**config.mk**
```make
export PLATFORM = sky130hd
export DESIGN_NAME = rx_rst_top
export DESIGN_NICKNAME = d
export VERILOG_FILES = /design/src/design/rx_rst_pkg.sv /design/src/design/rx_lane_rst_fsm.sv /design/src/design/rx_rise_debounce.sv /design/src/design/rx_rst_top.sv /design/src/design/rx_status_cond.sv
export SDC_FILE = /design/constraint.sdc
export NUM_CORES = 1
export LEC_CHECK = 0
export BUFFER_PORTS_ARGS = -buffer_cell sky130_fd_sc_hd__buf_4
export CAP_MARGIN = 20
export CORE_AREA = 2 2 168 211
export DETAILED_ROUTE_END_ITERATION = 6
export DIE_AREA = 0 0 170 213
export HOLD_SLACK_MARGIN = 0.02
export PLACE_DENSITY_LB_ADDON = 0.2
export SYNTH_ARGS = -nofsm -noshare
export SYNTH_HDL_FRONTEND = slang
export SYNTH_SLANG_ARGS = --single-unit
```
**constraint.sdc**
```tcl
create_clock -name clk -period 2.4 [get_ports clk]
set_input_delay 0.24 -clock clk [delete_from_list [all_inputs] [get_ports clk]]
set_output_delay 0.24 -clock clk [all_outputs]
set_load 0.1 [all_outputs]
```
**src/design/rx_rst_pkg.sv**
```systemverilog
//////////////////////////////
// Shared constants and types of the receive reset sequencer
// Lane count, PLL map, debounce and wait lengths, lane FSM states
//////////////////////////////
package rx_rst_pkg;

    //////////////////////////////
    // Lanes and PLL mapping
    //////////////////////////////
    localparam int NUM_LANES = 4;

    typedef logic [NUM_LANES-1:0] lane_vec_t;                 // Bit n belongs to lane n

    // A set bit selects PLL 1 for that lane, a clear bit PLL 0
    localparam lane_vec_t LANE_PLL_SEL = 4'b1100;             // Lanes 2 and 3 run from PLL 1

    //////////////////////////////
    // Input conditioning
    //////////////////////////////
    localparam int SYNC_STAGES = 2;                           // Flop depth of every synchroniser

    localparam int DEB_CNT_W           = 12;                  // Debounce counter width
    localparam int SIGDET_DEB_CYCLES   = 4;                   // Signal detect must hold this long
    localparam int CDR_DEB_CYCLES      = 20;                  // CDR ready filter length
    localparam int PLL_LOCK_DEB_CYCLES = 16;                  // PLL lock filter length

    //////////////////////////////
    // Lane sequencing
    //////////////////////////////
    localparam int PD_WAIT_CYCLES      = 8;                   // Power-up settle before PMA release
    localparam int PCS_RST_WAIT_CYCLES = 8;                   // CDR align to PCS reset release

    // Bring-up order of one receive lane
    typedef enum logic [2:0] {
        ST_LANE_OFF    = 3'd0,                                // Powered down and held in reset
        ST_PD_WAIT     = 3'd1,                                // Powered up and settling
        ST_WAIT_SIGDET = 3'd2,                                // PMA running and waiting for a signal
        ST_WAIT_CDR    = 3'd3,                                // Waiting for the CDR to lock on data
        ST_PCS_WAIT    = 3'd4,                                // CDR locked with PCS still in reset
        ST_WAIT_LSM    = 3'd5,                                // PCS running and waiting for alignment
        ST_DONE        = 3'd6                                 // Lane is up
    } rx_fsm_state_t;

endpackage

```
**src/design/rx_lane_rst_fsm.sv**
```systemverilog
//////////////////////////////
// Receive reset FSM for one lane
// Orders power-up, PMA and PCS reset release and done
//////////////////////////////
module rx_lane_rst_fsm (
    input  logic clk,
    input  logic i_lane_rstn,
    input  logic i_pll_lock,
    input  logic i_sigdet,
    input  logic i_cdr_align,
    input  logic i_word_align,
    output logic o_lane_pd,
    output logic o_lane_rst,
    output logic o_rx_pma_rst,
    output logic o_pcs_rx_rst,
    output logic o_rxlane_done
);
    import rx_rst_pkg::*;

    localparam int WAIT_W = 4;
    localparam logic [WAIT_W-1:0] PD_WAIT_LAST  = WAIT_W'(PD_WAIT_CYCLES - 1);
    localparam logic [WAIT_W-1:0] PCS_WAIT_LAST = WAIT_W'(PCS_RST_WAIT_CYCLES - 1);

    rx_fsm_state_t     state_q;
    rx_fsm_state_t     state_d;
    logic [WAIT_W-1:0] wait_cnt;                              // Cycles spent in the current wait state
    logic              link_ok;                               // Signal present and CDR locked

    assign link_ok = i_sigdet & i_cdr_align;

    //////////////////////////////
    // Next state
    //////////////////////////////
    always_comb begin
        state_d = state_q;
        if (!i_pll_lock) begin
            state_d = ST_LANE_OFF;                            // Lock loss restarts from power-down
        end else begin
            unique case (state_q)
                ST_LANE_OFF: begin
                    state_d = ST_PD_WAIT;
                end
                ST_PD_WAIT: begin
                    if (wait_cnt == PD_WAIT_LAST) begin
                        state_d = ST_WAIT_SIGDET;
                    end
                end
                ST_WAIT_SIGDET: begin
                    if (i_sigdet) begin
                        state_d = ST_WAIT_CDR;
                    end
                end
                ST_WAIT_CDR: begin
                    if (!i_sigdet) begin
                        state_d = ST_WAIT_SIGDET;
                    end else if (i_cdr_align) begin
                        state_d = ST_PCS_WAIT;
                    end
                end
                ST_PCS_WAIT: begin
                    if (!link_ok) begin
                        state_d = ST_WAIT_SIGDET;
                    end else if (wait_cnt == PCS_WAIT_LAST) begin
                        state_d = ST_WAIT_LSM;
                    end
                end
                ST_WAIT_LSM: begin
                    if (!link_ok) begin
                        state_d = ST_WAIT_SIGDET;
                    end else if (i_word_align) begin
                        state_d = ST_DONE;
                    end
                end
                ST_DONE: begin
                    if (!link_ok) begin
                        state_d = ST_WAIT_SIGDET;
                    end else if (!i_word_align) begin
                        state_d = ST_WAIT_LSM;                // Realign without touching the PMA
                    end
                end
                default: begin
                    state_d = ST_LANE_OFF;
                end
            endcase
        end
    end

    //////////////////////////////
    // State, wait counter and outputs
    //////////////////////////////
    always_ff @(posedge clk) begin
        if (!i_lane_rstn) begin
            state_q       <= ST_LANE_OFF;
            wait_cnt      <= '0;
            o_lane_pd     <= 1'b1;
            o_lane_rst    <= 1'b1;
            o_rx_pma_rst  <= 1'b1;
            o_pcs_rx_rst  <= 1'b1;
            o_rxlane_done <= 1'b0;
        end else begin
            state_q <= state_d;

            if (state_d != state_q) begin
                wait_cnt <= '0;                               // Each wait state counts from zero
            end else begin
                wait_cnt <= wait_cnt + 1'b1;
            end

            // Outputs follow the state being entered so they line up with state_q
            o_lane_pd     <= (state_d == ST_LANE_OFF);
            o_lane_rst    <= (state_d == ST_LANE_OFF) || (state_d == ST_PD_WAIT);
            o_rx_pma_rst  <= (state_d == ST_LANE_OFF) || (state_d == ST_PD_WAIT);
            o_pcs_rx_rst  <= (state_d != ST_WAIT_LSM) && (state_d != ST_DONE);
            o_rxlane_done <= (state_d == ST_DONE);
        end
    end

endmodule

```
**src/design/rx_rise_debounce.sv**
```systemverilog
//////////////////////////////
// Rising-edge debounce for one status bit
// The falling edge passes after a single cycle
//////////////////////////////
module rx_rise_debounce #(
    parameter int unsigned RISE_CYCLES = 4
) (
    input  logic clk,
    input  logic i_rst_n,
    input  logic i_sig,
    output logic o_sig_deb
);
    import rx_rst_pkg::*;

    localparam logic [DEB_CNT_W-1:0] CNT_LAST = DEB_CNT_W'(RISE_CYCLES - 1);

    logic [DEB_CNT_W-1:0] high_cnt;                           // Consecutive high cycles seen

    // The count stops at its last value and the output is then held high
    // for as long as the input stays high
    always_ff @(posedge clk) begin
        if (!i_rst_n) begin
            high_cnt  <= '0;
            o_sig_deb <= 1'b0;
        end else if (!i_sig) begin
            high_cnt  <= '0;                                  // Any low cycle restarts the filter
            o_sig_deb <= 1'b0;
        end else if (high_cnt != CNT_LAST) begin
            high_cnt  <= high_cnt + 1'b1;
        end else begin
            o_sig_deb <= 1'b1;                                // Input held long enough
        end
    end

endmodule

```
**src/design/rx_rst_top.sv**
```systemverilog
//////////////////////////////
// Four-lane receive reset sequencer
// Status conditioning feeding one reset FSM per lane
//////////////////////////////
module rx_rst_top (
    input  logic                  clk,
    input  logic                  i_rst_n,
    input  logic [1:0]            i_pll_done,
    input  rx_rst_pkg::lane_vec_t i_rxlane_rst,
    input  rx_rst_pkg::lane_vec_t i_pll_lock_rx,
    input  rx_rst_pkg::lane_vec_t i_rx_sigdet_status,
    input  rx_rst_pkg::lane_vec_t i_rx_ready,
    input  rx_rst_pkg::lane_vec_t i_pcs_lsm_synced,
    input  rx_rst_pkg::lane_vec_t i_force_rxfsm_det,
    input  rx_rst_pkg::lane_vec_t i_force_rxfsm_cdr,
    input  rx_rst_pkg::lane_vec_t i_force_rxfsm_lsm,
    output rx_rst_pkg::lane_vec_t o_lane_pd,
    output rx_rst_pkg::lane_vec_t o_lane_rst,
    output rx_rst_pkg::lane_vec_t o_rx_pma_rst,
    output rx_rst_pkg::lane_vec_t o_pcs_rx_rst,
    output rx_rst_pkg::lane_vec_t o_rxlane_done
);
    import rx_rst_pkg::*;

    lane_vec_t lane_rstn;                                     // Per-lane reset for the FSMs
    lane_vec_t pll_lock;
    lane_vec_t sigdet;
    lane_vec_t cdr_align;
    lane_vec_t word_align;

    rx_status_cond u_cond (
        .clk                (clk),
        .i_rst_n            (i_rst_n),
        .i_pll_done         (i_pll_done),
        .i_rxlane_rst       (i_rxlane_rst),
        .i_pll_lock_rx      (i_pll_lock_rx),
        .i_rx_sigdet_status (i_rx_sigdet_status),
        .i_rx_ready         (i_rx_ready),
        .i_pcs_lsm_synced   (i_pcs_lsm_synced),
        .i_force_rxfsm_det  (i_force_rxfsm_det),
        .i_force_rxfsm_cdr  (i_force_rxfsm_cdr),
        .i_force_rxfsm_lsm  (i_force_rxfsm_lsm),
        .o_lane_rstn        (lane_rstn),
        .o_pll_lock         (pll_lock),
        .o_sigdet           (sigdet),
        .o_cdr_align        (cdr_align),
        .o_word_align       (word_align)
    );

    // Lanes sequence independently of each other
    for (genvar n = 0; n < NUM_LANES; n++) begin : g_lane
        rx_lane_rst_fsm u_fsm (
            .clk           (clk),
            .i_lane_rstn   (lane_rstn[n]),
            .i_pll_lock    (pll_lock[n]),
            .i_sigdet      (sigdet[n]),
            .i_cdr_align   (cdr_align[n]),
            .i_word_align  (word_align[n]),
            .o_lane_pd     (o_lane_pd[n]),
            .o_lane_rst    (o_lane_rst[n]),
            .o_rx_pma_rst  (o_rx_pma_rst[n]),
            .o_pcs_rx_rst  (o_pcs_rx_rst[n]),
            .o_rxlane_done (o_rxlane_done[n])
        );
    end

endmodule

```
**src/design/rx_status_cond.sv**
```systemverilog
//////////////////////////////
// Receive status conditioning for all lanes
// Lane reset with PLL-done gating, status synchronisers,
// debounce filters and debug force merging
//////////////////////////////
module rx_status_cond (
    input  logic                  clk,
    input  logic                  i_rst_n,
    input  logic [1:0]            i_pll_done,
    input  rx_rst_pkg::lane_vec_t i_rxlane_rst,
    input  rx_rst_pkg::lane_vec_t i_pll_lock_rx,
    input  rx_rst_pkg::lane_vec_t i_rx_sigdet_status,
    input  rx_rst_pkg::lane_vec_t i_rx_ready,
    input  rx_rst_pkg::lane_vec_t i_pcs_lsm_synced,
    input  rx_rst_pkg::lane_vec_t i_force_rxfsm_det,
    input  rx_rst_pkg::lane_vec_t i_force_rxfsm_cdr,
    input  rx_rst_pkg::lane_vec_t i_force_rxfsm_lsm,
    output rx_rst_pkg::lane_vec_t o_lane_rstn,
    output rx_rst_pkg::lane_vec_t o_pll_lock,
    output rx_rst_pkg::lane_vec_t o_sigdet,
    output rx_rst_pkg::lane_vec_t o_cdr_align,
    output rx_rst_pkg::lane_vec_t o_word_align
);
    import rx_rst_pkg::*;

    lane_vec_t lock_sync;                                     // Synchronised status per lane
    lane_vec_t sigdet_sync;
    lane_vec_t cdr_sync;
    lane_vec_t lsm_sync;
    lane_vec_t sigdet_deb;                                    // Debounced status per lane
    lane_vec_t cdr_deb;

    for (genvar n = 0; n < NUM_LANES; n++) begin : g_lane
        logic [SYNC_STAGES-1:0]      rst_chain;               // Carries the released lane request
        logic                        pll_done_sel;
        logic [3:0]                  stat_raw;
        logic [SYNC_STAGES-1:0][3:0] stat_sync;

        //////////////////////////////
        // Lane reset
        //////////////////////////////
        assign pll_done_sel = i_pll_done[LANE_PLL_SEL[n]];

        always_ff @(posedge clk) begin
            if (!i_rst_n) begin
                rst_chain <= '0;
            end else begin
                rst_chain <= {rst_chain[SYNC_STAGES-2:0], ~i_rxlane_rst[n]};
            end
        end

        // The PLL done flag drops the lane at once without going through the chain
        assign o_lane_rstn[n] = rst_chain[SYNC_STAGES-1] & pll_done_sel;

        //////////////////////////////
        // Status synchronisers
        //////////////////////////////
        assign stat_raw = {i_pcs_lsm_synced[n], i_rx_ready[n],
                           i_rx_sigdet_status[n], i_pll_lock_rx[n]};

        always_ff @(posedge clk) begin
            if (!o_lane_rstn[n]) begin
                stat_sync <= '0;                              // Held low while the lane is in reset
            end else begin
                stat_sync <= {stat_sync[SYNC_STAGES-2:0], stat_raw};
            end
        end

        assign {lsm_sync[n], cdr_sync[n], sigdet_sync[n], lock_sync[n]} =
            stat_sync[SYNC_STAGES-1];

        //////////////////////////////
        // Debounce filters
        //////////////////////////////
        rx_rise_debounce #(
            .RISE_CYCLES (PLL_LOCK_DEB_CYCLES)
        ) u_lock_deb (
            .clk       (clk),
            .i_rst_n   (o_lane_rstn[n]),
            .i_sig     (lock_sync[n]),
            .o_sig_deb (o_pll_lock[n])
        );

        rx_rise_debounce #(
            .RISE_CYCLES (SIGDET_DEB_CYCLES)
        ) u_sigdet_deb (
            .clk       (clk),
            .i_rst_n   (o_lane_rstn[n]),
            .i_sig     (sigdet_sync[n]),
            .o_sig_deb (sigdet_deb[n])
        );

        rx_rise_debounce #(
            .RISE_CYCLES (CDR_DEB_CYCLES)
        ) u_cdr_deb (
            .clk       (clk),
            .i_rst_n   (o_lane_rstn[n]),
            .i_sig     (cdr_sync[n]),
            .o_sig_deb (cdr_deb[n])
        );
    end

    // Debug forces stand in for the PMA and PCS status in loopback work
    assign o_sigdet     = sigdet_deb | i_force_rxfsm_det;
    assign o_cdr_align  = cdr_deb    | i_force_rxfsm_cdr;
    assign o_word_align = lsm_sync   | i_force_rxfsm_lsm;  // Word alignment is not debounced

endmodule

```
==> results of run 1 <==
==> final cells by class <==
type,count,area share
Timing Repair Buffer,85,0.05854
Multi-Input combinational cell,799,0.4200
Clock buffer,45,0.06853
Inverter,16,0.004999
Clock inverter,3,0.003333
Sequential cell,240,0.4000
Tap cell,429,0.04468
==> placed cells by master, fill, tap and decap left out, types with 5 or more instances in the layout <==
cell,synthesis,layout
dfxtp_1,240,240
nor2_1,185,185
xor2_1,89,89
nand2_1,81,81
and3_1,69,69
nand3_1,59,59
buf_4,20,59
xnor2_1,44,44
clkbuf_16,0,27
nand4_1,26,26
dlygate4sd3_1,0,26
nor4_1,20,20
a21oi_1,19,19
nor3_1,17,17
ha_1,16,16
inv_1,15,15
nand2b_1,14,14
mux2i_1,13,13
and2_1,11,11
and4_1,10,10
clkbuf_1,9,10
o21ai_0,9,9
o21ai_1,8,8
clkbuf_8,0,8
or2_1,7,7
nor3_2,7,7
o21a_1,6,6
nor2b_1,6,6
nor4b_1,5,5
==> flip-flops by register name, summed over array words and instances, names as in the netlist <==
name                                  cells
g_lane.u_fsm.o_lane_rst                   4
u_cond.g_lane.u_cdr_deb.o_sig_deb         4
u_cond.g_lane.rst_chain                   8
u_cond.g_lane.u_cdr_deb.high_cnt         48
u_cond.g_lane.u_lock_deb.high_cnt        48
g_lane.u_fsm.wait_cnt                    16
g_lane.u_fsm.state_q                     12
g_lane.u_fsm.o_rxlane_done                4
u_cond.cdr_sync                           4
u_cond.g_lane.u_lock_deb.o_sig_deb        4
u_cond.g_lane.u_sigdet_deb.high_cnt      48
u_cond.g_lane.stat_sync                  28
g_lane.u_fsm.o_pcs_rx_rst                 4
g_lane.u_fsm.o_lane_pd                    4
u_cond.g_lane.u_sigdet_deb.o_sig_deb      4
==> through the flow <==
stage | hold WS [ns] | util | worst slack, ns
final | 0.04403 | 0.3509 | 0.5607
after global routing | 0.02350 | 0.3509 | 0.3929
after CTS | 0.02405 | 0.3509 | 0.5434
after detailed placement | 0.3982 | 0.3181 | 0.5642
after global placement | 0.3977 | 0.3181 | 0.5649
after floorplan | 0.3116 | - | 0.6820
==> worst paths after layout <==
path | from | endpoint | slack (ns) | depth (start not counted)
min reg2reg | u_cond.g_lane[1].rst_chain[0]$_SDFF_PN0_ | u_cond.g_lane[1].rst_chain[1]$_SDFF_PN0_ | 0.43 | 1
min | i_pll_done[1] | u_cond.g_lane[2].stat_sync[4]$_SDFF_PN0_ | 0.04 | 2
max reg2reg | g_lane[0].u_fsm.wait_cnt[0]$_SDFF_PP0_ | g_lane[0].u_fsm.wait_cnt[0]$_SDFF_PP0_ | 0.56 | 6
max | g_lane[0].u_fsm.wait_cnt[0]$_SDFF_PP0_ | g_lane[0].u_fsm.wait_cnt[0]$_SDFF_PP0_ | 0.56 | 6
==> logic make-up (layout without fill, tap and decap cells) <==
logic type      after synthesis  after routing  share of synthesized area
flops                       240            240                     0.4730
buf+inv                      58            149                    0.03042
xor+xnor                    134            134                     0.1163
simple gates                546            546                     0.2795
fa+ha+maj                    16             16                    0.01971
mux                          17             17                    0.01798
compound gates               86             86                    0.06319
==> worst max-delay path, delay by kind of cell, from the launching register on <==
kind	cells	cell delay, ns
mux	1	0.12
fa+ha+maj	1	0.22
simple gates	2	0.35
xor+xnor	1	0.20
compound gates	1	0.49
flops	1	0.37
==> per-layer routing <==
| layer | routed length, um | global-route usage | vias up |
|---|---|---|---|
| met1 | 9409 | 0.1450 | 3440 |
| met4 | 430 | 0.03537 | 2 |
| met5 | 7 | 0 | - |
| met2 | 9081 | 0.1909 | 114 |
| li1 | - | - | 3913 |
| met3 | 947 | 0.02187 | 33 |
==> where the power goes <==
group	leakage, uW	internal (uW)	switching, uW
registers	0.00194	4000	6.73
logic	0.00206	83.8	64.5
clock network	0.000424	2420	1570
==> timing repair <==
item                      in CTS  in global routing
gates resized for setup        0                  0
hold endpoints to repair      22                  0
hold buffers                  26                  0
==> impl_results.md, run 1 <==
- Tmin final: 1.839 ns
- DRC viols: 0
- Clock sink total: 240
- DIE AREA: 0.03621 mm2
- Worst Path Arrival: 2.29 ns
- Setup bufs post-CTS: 0
- Site row count: 76
- Total power: 8137 uW
- Total gr overflow: 0
- Final wirelength: 19,880 um
- Post-synth top flop: dfxtp_1
- Top cells by instance count after synthesis: 240 x dfxtp_1, 185 x nor2_1, 89 x xor2_1
- Cell Chain, Critical Path: ha_1 > nand3b_1 > mux2i_1 > a2111o_1 > xnor2_2 > nor4b_2
- RSZ-0062 raised after global routing: no
- Fin cells: 1,617
- Max_cap viols: 0
- Dominant cell type by area after synthesis: dfxtp_1
- CTS root buf: clkbuf_16
- GPL Wtd Cong: 0.7793
- Pleak: 0.004415 uW
- Worst setup path class: reg -> reg
- Syn nets: 1,149
- First-pass detailed-route iteration total: 4
- Design Area, Final: 0.01201 mm2
- Dpl cell area: 0.01089 mm2
- ANT cells: 0
- # fillers: 3,503
- Worst-Margin Slew: 0.6243 ns
- Most common cell in the netlist: dfxtp_1
- TritonCTS buffer count: 27
- DR vias: 7,502
- Port Buf Inserts: 55
- Die height: 213 um
- HP Class: in -> reg
- Status: complete, no violations
- Antenna-violating nets left: 0
- Avg WL per Cell: 12.29 um
- Setup TNS: 0 ns
- Vias in the first global route: 7,368
- Req. time, crit path: 2.85 ns
- Share of post-route cells with drive strength above 1: 0.1103
- IO Pins: 56
- Multi-input gate area: 0.005045 mm2
- Period utilization: 0.7664
- Top cell type's share of synthesized area: 0.4730
- Synth area leaders: dfxtp_1 47%, xor2_1 7.7%, nor2_1 6.8%
- Worst setup EP type: flop
- Setup Skew: 0.01916 ns
- CTS clk-pin slew, worst paths: 0.06 ns
- Distinct cells, synth: 70
- Initial antenna violation count: 2
- Detail Placement HPWL: 14,100 um
- Vias per cell: 4.639
- Power per standard cell area: 677.4 mW/mm2
- Crit start category: flop
- Detailed router's first-iteration violation count: 264
- FMAX: 543.7 MHz
- Clock tree from TritonCTS: yes
- Yosys warning total: 0
- Post-Syn Instances: 1,097
- Die X: 170 um
- Worst VDD drop: 0.0003811 V
- Number of flops mapped to enable cells by yosys: 0
- H-tree depth: 1
- Worst-Skew Late Latency: 0.53 ns
- Reg area: 0.004805 mm2
- Core Area: 0.03423 mm2
- Initial Utilization: 0.2967
- Maximum clock path buffer count: 3
- GRT Total Usage: 0.1128
- Layout area overhead: 18.25%
- Seq/Total Area, Yosys: 0.4730
- Setup violations, final: 0
- Hold Fails Final Rpt: 0
- Cell area after synthesis: 0.01016 mm2
- Crit-path slowest cell: a2111o_1
- CP max FO: 4
- Synth async-reset ratio: 0
- Rel. slew slack: 0.5813
- Delay of the slowest cell on the worst path: 0.49 ns
- Syn_area_per_cell: 9.260 um2
- Total Nets Final: 1,221
- First-pass GRT wire length: 34,420 um
- Largest net degree at the start of global routing: 14
- Fin. max-slew vios: 0
- Placed instance count: 1,543
- Synth Register Bits: 240
(Power assumes the default switching activity.)
==> run 2: changes to the inputs <==
--- a/config.mk
+++ b/config.mk
@@ -5,11 +5,12 @@
 export SDC_FILE = /design/constraint.sdc
 export NUM_CORES = 1
 export LEC_CHECK = 0
+export ABC_AREA = 1
 export BUFFER_PORTS_ARGS = -buffer_cell sky130_fd_sc_hd__buf_4
 export CAP_MARGIN = 20
-export CORE_AREA = 2 2 168 211
+export CORE_AREA = 2 2 170 213
 export DETAILED_ROUTE_END_ITERATION = 6
-export DIE_AREA = 0 0 170 213
+export DIE_AREA = 0 0 172 215
 export HOLD_SLACK_MARGIN = 0.02
 export PLACE_DENSITY_LB_ADDON = 0.2
 export SYNTH_ARGS = -nofsm -noshare
==> constraint.sdc (replaced) <==
create_clock -name clk -period 1.8 [get_ports clk]
set_input_delay 0.18 -clock clk [delete_from_list [all_inputs] [get_ports clk]]
set_output_delay 0.18 -clock clk [all_outputs]
set_load 0.1 [all_outputs]
==> impl_results.md, run 2 <==
- Status: complete, no violations
- Seq/Total Area, Yosys: 0.4643 (-0.008692)
- Post-synth top flop: dfxtp_1
- Setup Skew: 0.01154 ns (-0.007620 ns)
- Combinational family with the most area after synthesis: simple AND/OR/NAND/NOR gates
- Worst Slack Setup Final: 0.2257 ns (-0.3351 ns)
- FF-to-FF End: u_cond.g_lane[3].u_sigdet_deb.high_cnt[10]$_SDFFE_PN0P_
- Pre-CTS WS: 0.1724 ns (-0.3917 ns)
- Rel. slew slack: 0.6788 (+0.09754)
- Hold Fails Final Rpt: 0 (unchanged)
- Initial antenna violation count: 0 (-2)
- Most common cell after layout, fill and taps aside: nor2_1
- Hold Crit Endpoint: u_cond.g_lane[1].u_cdr_deb.high_cnt[2]$_SDFFE_PN0P_
- DRC viols: 0 (unchanged)
- Worst-Margin Slew: 0.4778 ns (-0.1465 ns)
- Clock tree from TritonCTS: yes
- Power per standard cell area: 914.4 mW/mm2 (+35%)
- First-pass detailed-route iteration total: 5 (+1)
- Cell Chain, Critical Path: ha_1 > nand4_1 > nor2_1 > nand2_1 > nor2_1 > nand2_1 > or2_0 > a21oi_1
- CTS clk-pin slew, worst paths: 0.06 ns (about the same)
- Worst Hold Launch: i_pll_done[0]
- Clock sink total: 240 (unchanged)
- Post-Synth Adder-Cell Area: 0.01934 (-0.0003622)
- Worst-Skew Late Latency: 0.52 ns (about the same)
- Worst setup EP type: flop
- Top flop regs: u_cond.g_lane.u_cdr_deb.high_cnt (48), u_cond.g_lane.u_lock_deb.high_cnt (48), u_cond.g_lane.u_sigdet_deb.high_cnt (48)
- R2R depth: 8 (+2)
- Top cells by instance count after synthesis: 259 x nor2_1, 240 x dfxtp_1, 211 x nand2_1
- Cell area after synthesis: 0.01035 mm2 (+1.9%)
- Final wirelength: 19,470 um (-2.0%)
- Yosys warning total: 0 (unchanged)
- DIE AREA: 0.03698 mm2 (+2.1%)
- Total Nets Final: 1,522 (+25%)
- ANT cells: 0 (unchanged)
- Sw power: 2206 uW (+35%)
- Mux cell area share after synthesis: 0 (-0.01798)
- WHS Path Cells: 5 (+3)
- GPL Wtd Cong: 0.8118 (+4.2%)
- Port Buf Inserts: 55 (unchanged)
- Fin. max-slew vios: 0 (unchanged)
- Maximum clock path buffer count: 3 (unchanged)
- Post-synthesis simple-gate area fraction: 0.3139 (+0.03440)
- Total gr overflow: 0 (unchanged)
- Site row count: 77 (+1.3%)
- Period utilization: 0.8746 (+0.1083)
- R2R setup slack: 0.23 ns (-0.34 ns)
- Syn_area_per_cell: 7.472 um2 (-19%)
- Synth Register Bits: 240 (unchanged)
- Post-Syn Instances: 1,385 (+26%)
- Number of flops mapped to enable cells by yosys: 0 (unchanged)
- Synth async-reset ratio: 0 (unchanged)
- Top cell type's share of synthesized area: 0.4643 (-0.008692)
- Gate power share: 0.016 (-0.002)
- Worst setup path startpoint: u_cond.g_lane[3].u_sigdet_deb.high_cnt[0]$_SDFFE_PN0P_
- RSZ-0062 raised after global routing: no
- Worst Path Arrival: 2.03 ns (-0.26 ns)
- Setup violations, final: 0 (unchanged)
- Vias per cell: 4.294 (-7.4%)
- IO Pins: 56 (unchanged)
- Largest net degree at the start of global routing: 14 (unchanged)
- Delay of the slowest cell on the worst path: 0.37 ns (-0.12 ns)
- Detailed router's first-iteration violation count: 308 (+17%)
- Antenna-violating nets left: 0 (unchanged)
- Sw frac: 0.1937 (-0.007617)
- TritonCTS buffer count: 26 (-3.7%)
- FMAX: 635.2 MHz (+17%)
- Syn nets: 1,437 (+25%)
- Detail Placement HPWL: 13,960 um (-1.0%)
- WHS: 0.06562 ns (+0.02159 ns)
- Pint: 9185 uW (+41%)
- Share of post-route cells with drive strength above 1: 0.1128 (+0.002482)
- Max_cap viols: 0 (unchanged)
- Die height: 215 um (+0.94%)
- Post-synthesis compound-gate area fraction: 0.07557 (+0.01238)
- Worst reg2reg startpoint: u_cond.g_lane[3].u_sigdet_deb.high_cnt[0]$_SDFFE_PN0P_
- First-pass GRT wire length: 34,910 um (+1.4%)
- Clock power frac: 0.516 (+0.026)
- CTS root buf: clkbuf_16
- Dominant cell type by area after synthesis: dfxtp_1
- Most common cell in the netlist: nor2_1
- CP max FO: 4 (unchanged)
- HP Class: in -> reg
- Avg WL per Cell: 9.915 um (-19%)
- Initial Utilization: 0.2951 (-0.001649)
- Pleak: 0.004574 uW (+3.6%)
- Core Area: 0.03507 mm2 (+2.4%)
- Setup TNS: 0 ns (unchanged)
- Synth area leaders: dfxtp_1 46%, nor2_1 9.4%, nand2_1 7.7%
- Most frequent cells in the layout: 256 x nor2_1, 240 x dfxtp_1, 211 x nand2_1, 193 x inv_1, 88 x a21oi_1
- Crit start category: flop
- Worst VDD drop: 0.0007072 V (+86%)
- Layout area overhead: 20.37%
- Worst setup path class: reg -> reg
- Distinct cells, synth: 40 (-43%)
- H-tree depth: 1 (unchanged)
- Total power: 11,390 uW (+40%)
- DR vias: 8,434 (+12%)
- Final core occ: 0.3552 (+0.004302)
- Register share of total power: 0.468 (-0.024)
- Vias in the first global route: 8,103 (+10%)
- Die X: 172 um (+1.2%)
- GRT Total Usage: 0.1088 (-0.003955)
- Tmin final: 1.574 ns (-0.2649 ns)
- Crit-path slowest cell: dfxtp_1
- Req. time, crit path: 2.25 ns (-0.60 ns)
- XOR/XNOR share of the synthesized area: 0.03555 (-0.08072)
## run 2: changes by cell type after synthesis, moves of 61 or more
| cell | before | now |
|---|---|---|
| xor2_1 | 89 | 28 |
| and3_1 | 69 | 2 |
| inv_1 | 15 | 193 |
| a21oi_1 | 19 | 88 |
| nor2_1 | 185 | 259 |
| nand2_1 | 81 | 211 |
## run 2: layer usage
metal	part of all wire	GRT usage
met1	0.47	0.1342
met2	0.47	0.1920
met5	0	0
met3	0.039	0.02081
met4	0.018	0.02913
## run 2: how the worst max path moves through the flow
stage                                                                         end  slack, ns  cells after the start
after floorplan              u_cond.g_lane[0].u_lock_deb.high_cnt[9]$_SDFFE_PN0P_       0.33                      7
after CTS                 u_cond.g_lane[2].u_sigdet_deb.high_cnt[10]$_SDFFE_PN0P_       0.16                     10
after global routing         u_cond.g_lane[3].u_cdr_deb.high_cnt[10]$_SDFFE_PN0P_       0.01                     10
after global placement    u_cond.g_lane[2].u_sigdet_deb.high_cnt[10]$_SDFFE_PN0P_       0.20                     10
final                     u_cond.g_lane[3].u_sigdet_deb.high_cnt[10]$_SDFFE_PN0P_       0.23                      8
after detailed placement  u_cond.g_lane[2].u_sigdet_deb.high_cnt[10]$_SDFFE_PN0P_       0.17                     10
## run 2: final cells by class
cell class,instances,area [um2]
fillers,3763,22610
multi-input cells,913,4616
well taps,474,593.1
flip-flops and latches,240,4805
inverters,200,750.7
clock inverters,14,220.2
clock buffers,34,742.0
repair buffers,89,730.7
## run 2: critical path: cells and delay by family, from the launching register on
family                     cells  cell delay [ns]
AOI/OAI and AO/OA              1             0.11
adders and majority gates      1             0.23
DFF                            1             0.37
and+or+nand+nor                6             0.79
## run 2: per-stage QoR
stage | instance area (um2) | instances
after global routing | 12460 | 1964
after detailed placement | 11230 | 1891
after CTS | 12440 | 1964
after global placement | 11230 | 1891
final | 12460 | 1964
after floorplan | 10350 | 1385
## run 2: logic make-up (layout without fill, tap and decap cells)
logic type | count (synthesis) | count (layout)
adder cells (fa/ha/maj) | 16 | 16
flip-flops | 240 | 240
AO/OA/AOI/OAI | 148 | 148
buffers and inverters | 232 | 337
XOR/XNOR | 42 | 42
AND/OR/NAND/NOR | 707 | 707
## run 2: timing repair
item                                    in CTS  in global routing
endpoints found under the hold margin       24                  0
hold buffers                                25                  0
endpoints found under the setup margin       0                 12
buffers inserted                             0                  0
gates resized for setup                      0                  5
## run 2: power by group through the flow
stage	Combinational (uW)	Clock [uW]	Sequential, uW
2_1_floorplan	58.0	0	5450
3_3_place_gp	140	0	5450
3_5_place_dp	141	0	5450
4_1_cts	183	6130	5330
5_1_grt	205	6320	5330
6_report	181	5870	5340
==> run 3: changes to the inputs <==
--- a/config.mk
+++ b/config.mk
@@ -8,9 +8,9 @@
 export ABC_AREA = 1
 export BUFFER_PORTS_ARGS = -buffer_cell sky130_fd_sc_hd__buf_4
 export CAP_MARGIN = 20
-export CORE_AREA = 2 2 170 213
+export CORE_AREA = 3 3 171 214
 export DETAILED_ROUTE_END_ITERATION = 6
-export DIE_AREA = 0 0 172 215
+export DIE_AREA = 0 0 174 217
 export HOLD_SLACK_MARGIN = 0.02
 export PLACE_DENSITY_LB_ADDON = 0.2
 export SYNTH_ARGS = -nofsm -noshare
==> impl_results.md, run 3 (synthesis gave the netlist of run 2 again) <==
- Status: complete, no violations
- CP Buf/Inv Count: 1 (+1)
- Max_cap viols: 0 (unchanged)
- First-pass GRT wire length: 34,690 um (-0.65%)
- H-tree depth: 1 (unchanged)
- # fillers: 3,712 (-1.4%)
- Largest net degree at the start of global routing: 14 (unchanged)
- Clock tree from TritonCTS: yes
- Pleak: 0.004477 uW (-2.1%)
- Top flop regs: u_cond.g_lane.u_cdr_deb.high_cnt (48), u_cond.g_lane.u_lock_deb.high_cnt (48), u_cond.g_lane.u_sigdet_deb.high_cnt (48)
- Share of post-route cells with drive strength above 1: 0.1063 (-0.006497)
- Core Area: 0.03461 mm2 (-1.3%)
- GRT Total Usage: 0.1037 (-0.005099)
- Setup bufs post-CTS: 0 (unchanged)
- HP Class: in -> reg
- GPL Wtd Cong: 0.7948 (-2.1%)
- Setup Skew: 0.01881 ns (+0.007269 ns)
- Vias per cell: 4.321 (+0.63%)
- Setup TNS: 0 ns (unchanged)
- Most common cell after layout, fill and taps aside: nor2_1
- Delay of the slowest cell on the worst path: 0.38 ns (about the same)
- RSZ-0062 raised after global routing: no
- FMAX: 633.4 MHz (-0.28%)
- Initial antenna violation count: 0 (unchanged)
- Detail Placement HPWL: 14,250 um (+2.1%)
- Clock sink total: 240 (unchanged)
- CP max FO: 5 (+1)
- Worst setup path class: reg -> reg
- Period utilization: 0.8771 (+0.002466)
- CTS clk-pin slew, worst paths: 0.06 ns (about the same)
- Rel. slew slack: 0.6860 (+0.007205)
- IO Pins: 56 (unchanged)
- Vias in the first global route: 8,018 (-1.0%)
- Total gr overflow: 0 (unchanged)
- Hold Fails Final Rpt: 0 (unchanged)
- Die X: 174 um (+1.2%)
- Initial Utilization: 0.2990 (+0.003883)
- Site row count: 76 (-1.3%)
- Total power: 10,530 uW (-7.5%)
- Most frequent cells in the layout: 257 x nor2_1, 239 x dfxtp_1, 211 x nand2_1, 193 x inv_1, 88 x a21oi_1
- Total Nets Final: 1,521 (-0.066%)
- Final wirelength: 19,670 um (+0.99%)
- CTS root buf: clkbuf_16
- Antenna-violating nets left: 0 (unchanged)
- Crit start category: flop
- First-pass detailed-route iteration total: 4 (-1)
- Avg WL per Cell: 10.06 um (+1.5%)
- TritonCTS buffer count: 26 (unchanged)
- Detailed router's first-iteration violation count: 344 (+12%)
- Cell Chain, Critical Path: ha_1 > inv_1 > nor3_1 > nand4_1 > nor3_1 > nor2_1 > o21ai_0 > nor2_1
- Port Buf Inserts: 55 (unchanged)
- Setup violations, final: 0 (unchanged)
- Worst-Margin Slew: 0.4671 ns (-0.01072 ns)
- Worst VDD drop: 0.0006344 V (-10%)
- Die height: 217 um (+0.93%)
- Layout area overhead: 18.66%
- Crit-path slowest cell: nor3_1
- DIE AREA: 0.03776 mm2 (+2.1%)
- Tmin final: 1.579 ns (+0.004439 ns)
- Worst Path Arrival: 1.98 ns (-0.05 ns)
- Power per standard cell area: 857.8 mW/mm2 (-6.2%)
- CP delay by family, top: simple AND/OR/NAND/NOR gates
- DRC viols: 0 (unchanged)
- ANT cells: 0 (unchanged)
- Maximum clock path buffer count: 3 (unchanged)
- Req. time, crit path: 2.20 ns (-0.05 ns)
- Worst-Skew Late Latency: 0.52 ns (about the same)
- Worst setup EP type: flop
- Fin. max-slew vios: 0 (unchanged)
- DR vias: 8,448 (+0.17%)
-- run 3: cell count changes in the layout (fill, tap and decap cells not counted), sizes merged --
cell,before,now
buf,64,63
bufinv,6,0
clkbuf,34,41
clkinv,10,6
clkinvlp,0,1
-- run 3: final timing paths --
check / startpoint / endpoint / slack (ns) / cells after the start
max reg2reg: u_cond.g_lane[3].u_cdr_deb.high_cnt[0]$_SDFFE_PN0P_ / u_cond.g_lane[3].u_cdr_deb.high_cnt[2]$_SDFFE_PN0P_ / 0.22 / 8
min: i_pll_done[0] / u_cond.g_lane[1].stat_sync[0]$_SDFF_PN0_ / 0.1 / 4
max: u_cond.g_lane[3].u_cdr_deb.high_cnt[0]$_SDFFE_PN0P_ / u_cond.g_lane[3].u_cdr_deb.high_cnt[2]$_SDFFE_PN0P_ / 0.22 / 8
min reg2reg: u_cond.g_lane[1].stat_sync[2]$_SDFF_PN0_ / u_cond.cdr_sync[1]$_SDFF_PN0_ / 0.41 / 2
-- run 3: cell type report --
class                   instances  area [um2]  share of cell area
clock buffers                  41       778.2             0.06338
clock inverters                 5       27.53            0.002242
inverters                     200       750.7             0.06114
multi-input cells             913        4608              0.3753
flip-flops and latches        240        4806              0.3914
well taps                     468       585.6             0.04769
repair buffers                 88       723.2             0.05890
-- run 3: per-stage QoR --
step / worst slack [ns] / util / cell area, um2 / hold slack (ns) / instances
floorplan: 0.3259 / - / 10350 / 0.2524 / 1385
global placement: 0.2216 / 0.3239 / 11210 / 0.3405 / 1884
detailed placement: 0.1926 / 0.3239 / 11210 / 0.3390 / 1884
CTS: 0.1760 / 0.3544 / 12270 / 0.07430 / 1955
global route: 0.004575 / 0.3548 / 12280 / 0.1143 / 1955
finish: 0.2212 / 0.3548 / 12280 / 0.09852 / 1955
-- run 3: where the power goes --
group | total, uW | switching, uW | leakage, uW | internal [uW]
combinational | 182 | 75.5 | 0.00215 | 106
clock | 5020 | 2070 | 0.000395 | 2950
sequential | 5340 | 6.36 | 0.00194 | 5330
-- run 3: worst min-delay path, delay by kind of cell --
kind	cells	cell delay (ns)
buf+inv	2	0.26
simple gates	2	0.14
-- run 3: what timing repair did --
action                                 4_1_cts  5_1_grt
endpoints found under the hold margin       24        0
gates resized for setup                      0        4
hold buffers                                25        0
setup endpoints to repair                    0        4
-- run 3: metal layers --
metal | part of all wire | global-route usage | up-vias
met2 | 0.47 | 0.1867 | 97
li1 | - | - | 4585
met4 | 0.018 | 0.03031 | 0
met1 | 0.47 | 0.1261 | 3741
met3 | 0.039 | 0.01867 | 25
met5 | 0 | 0 | -
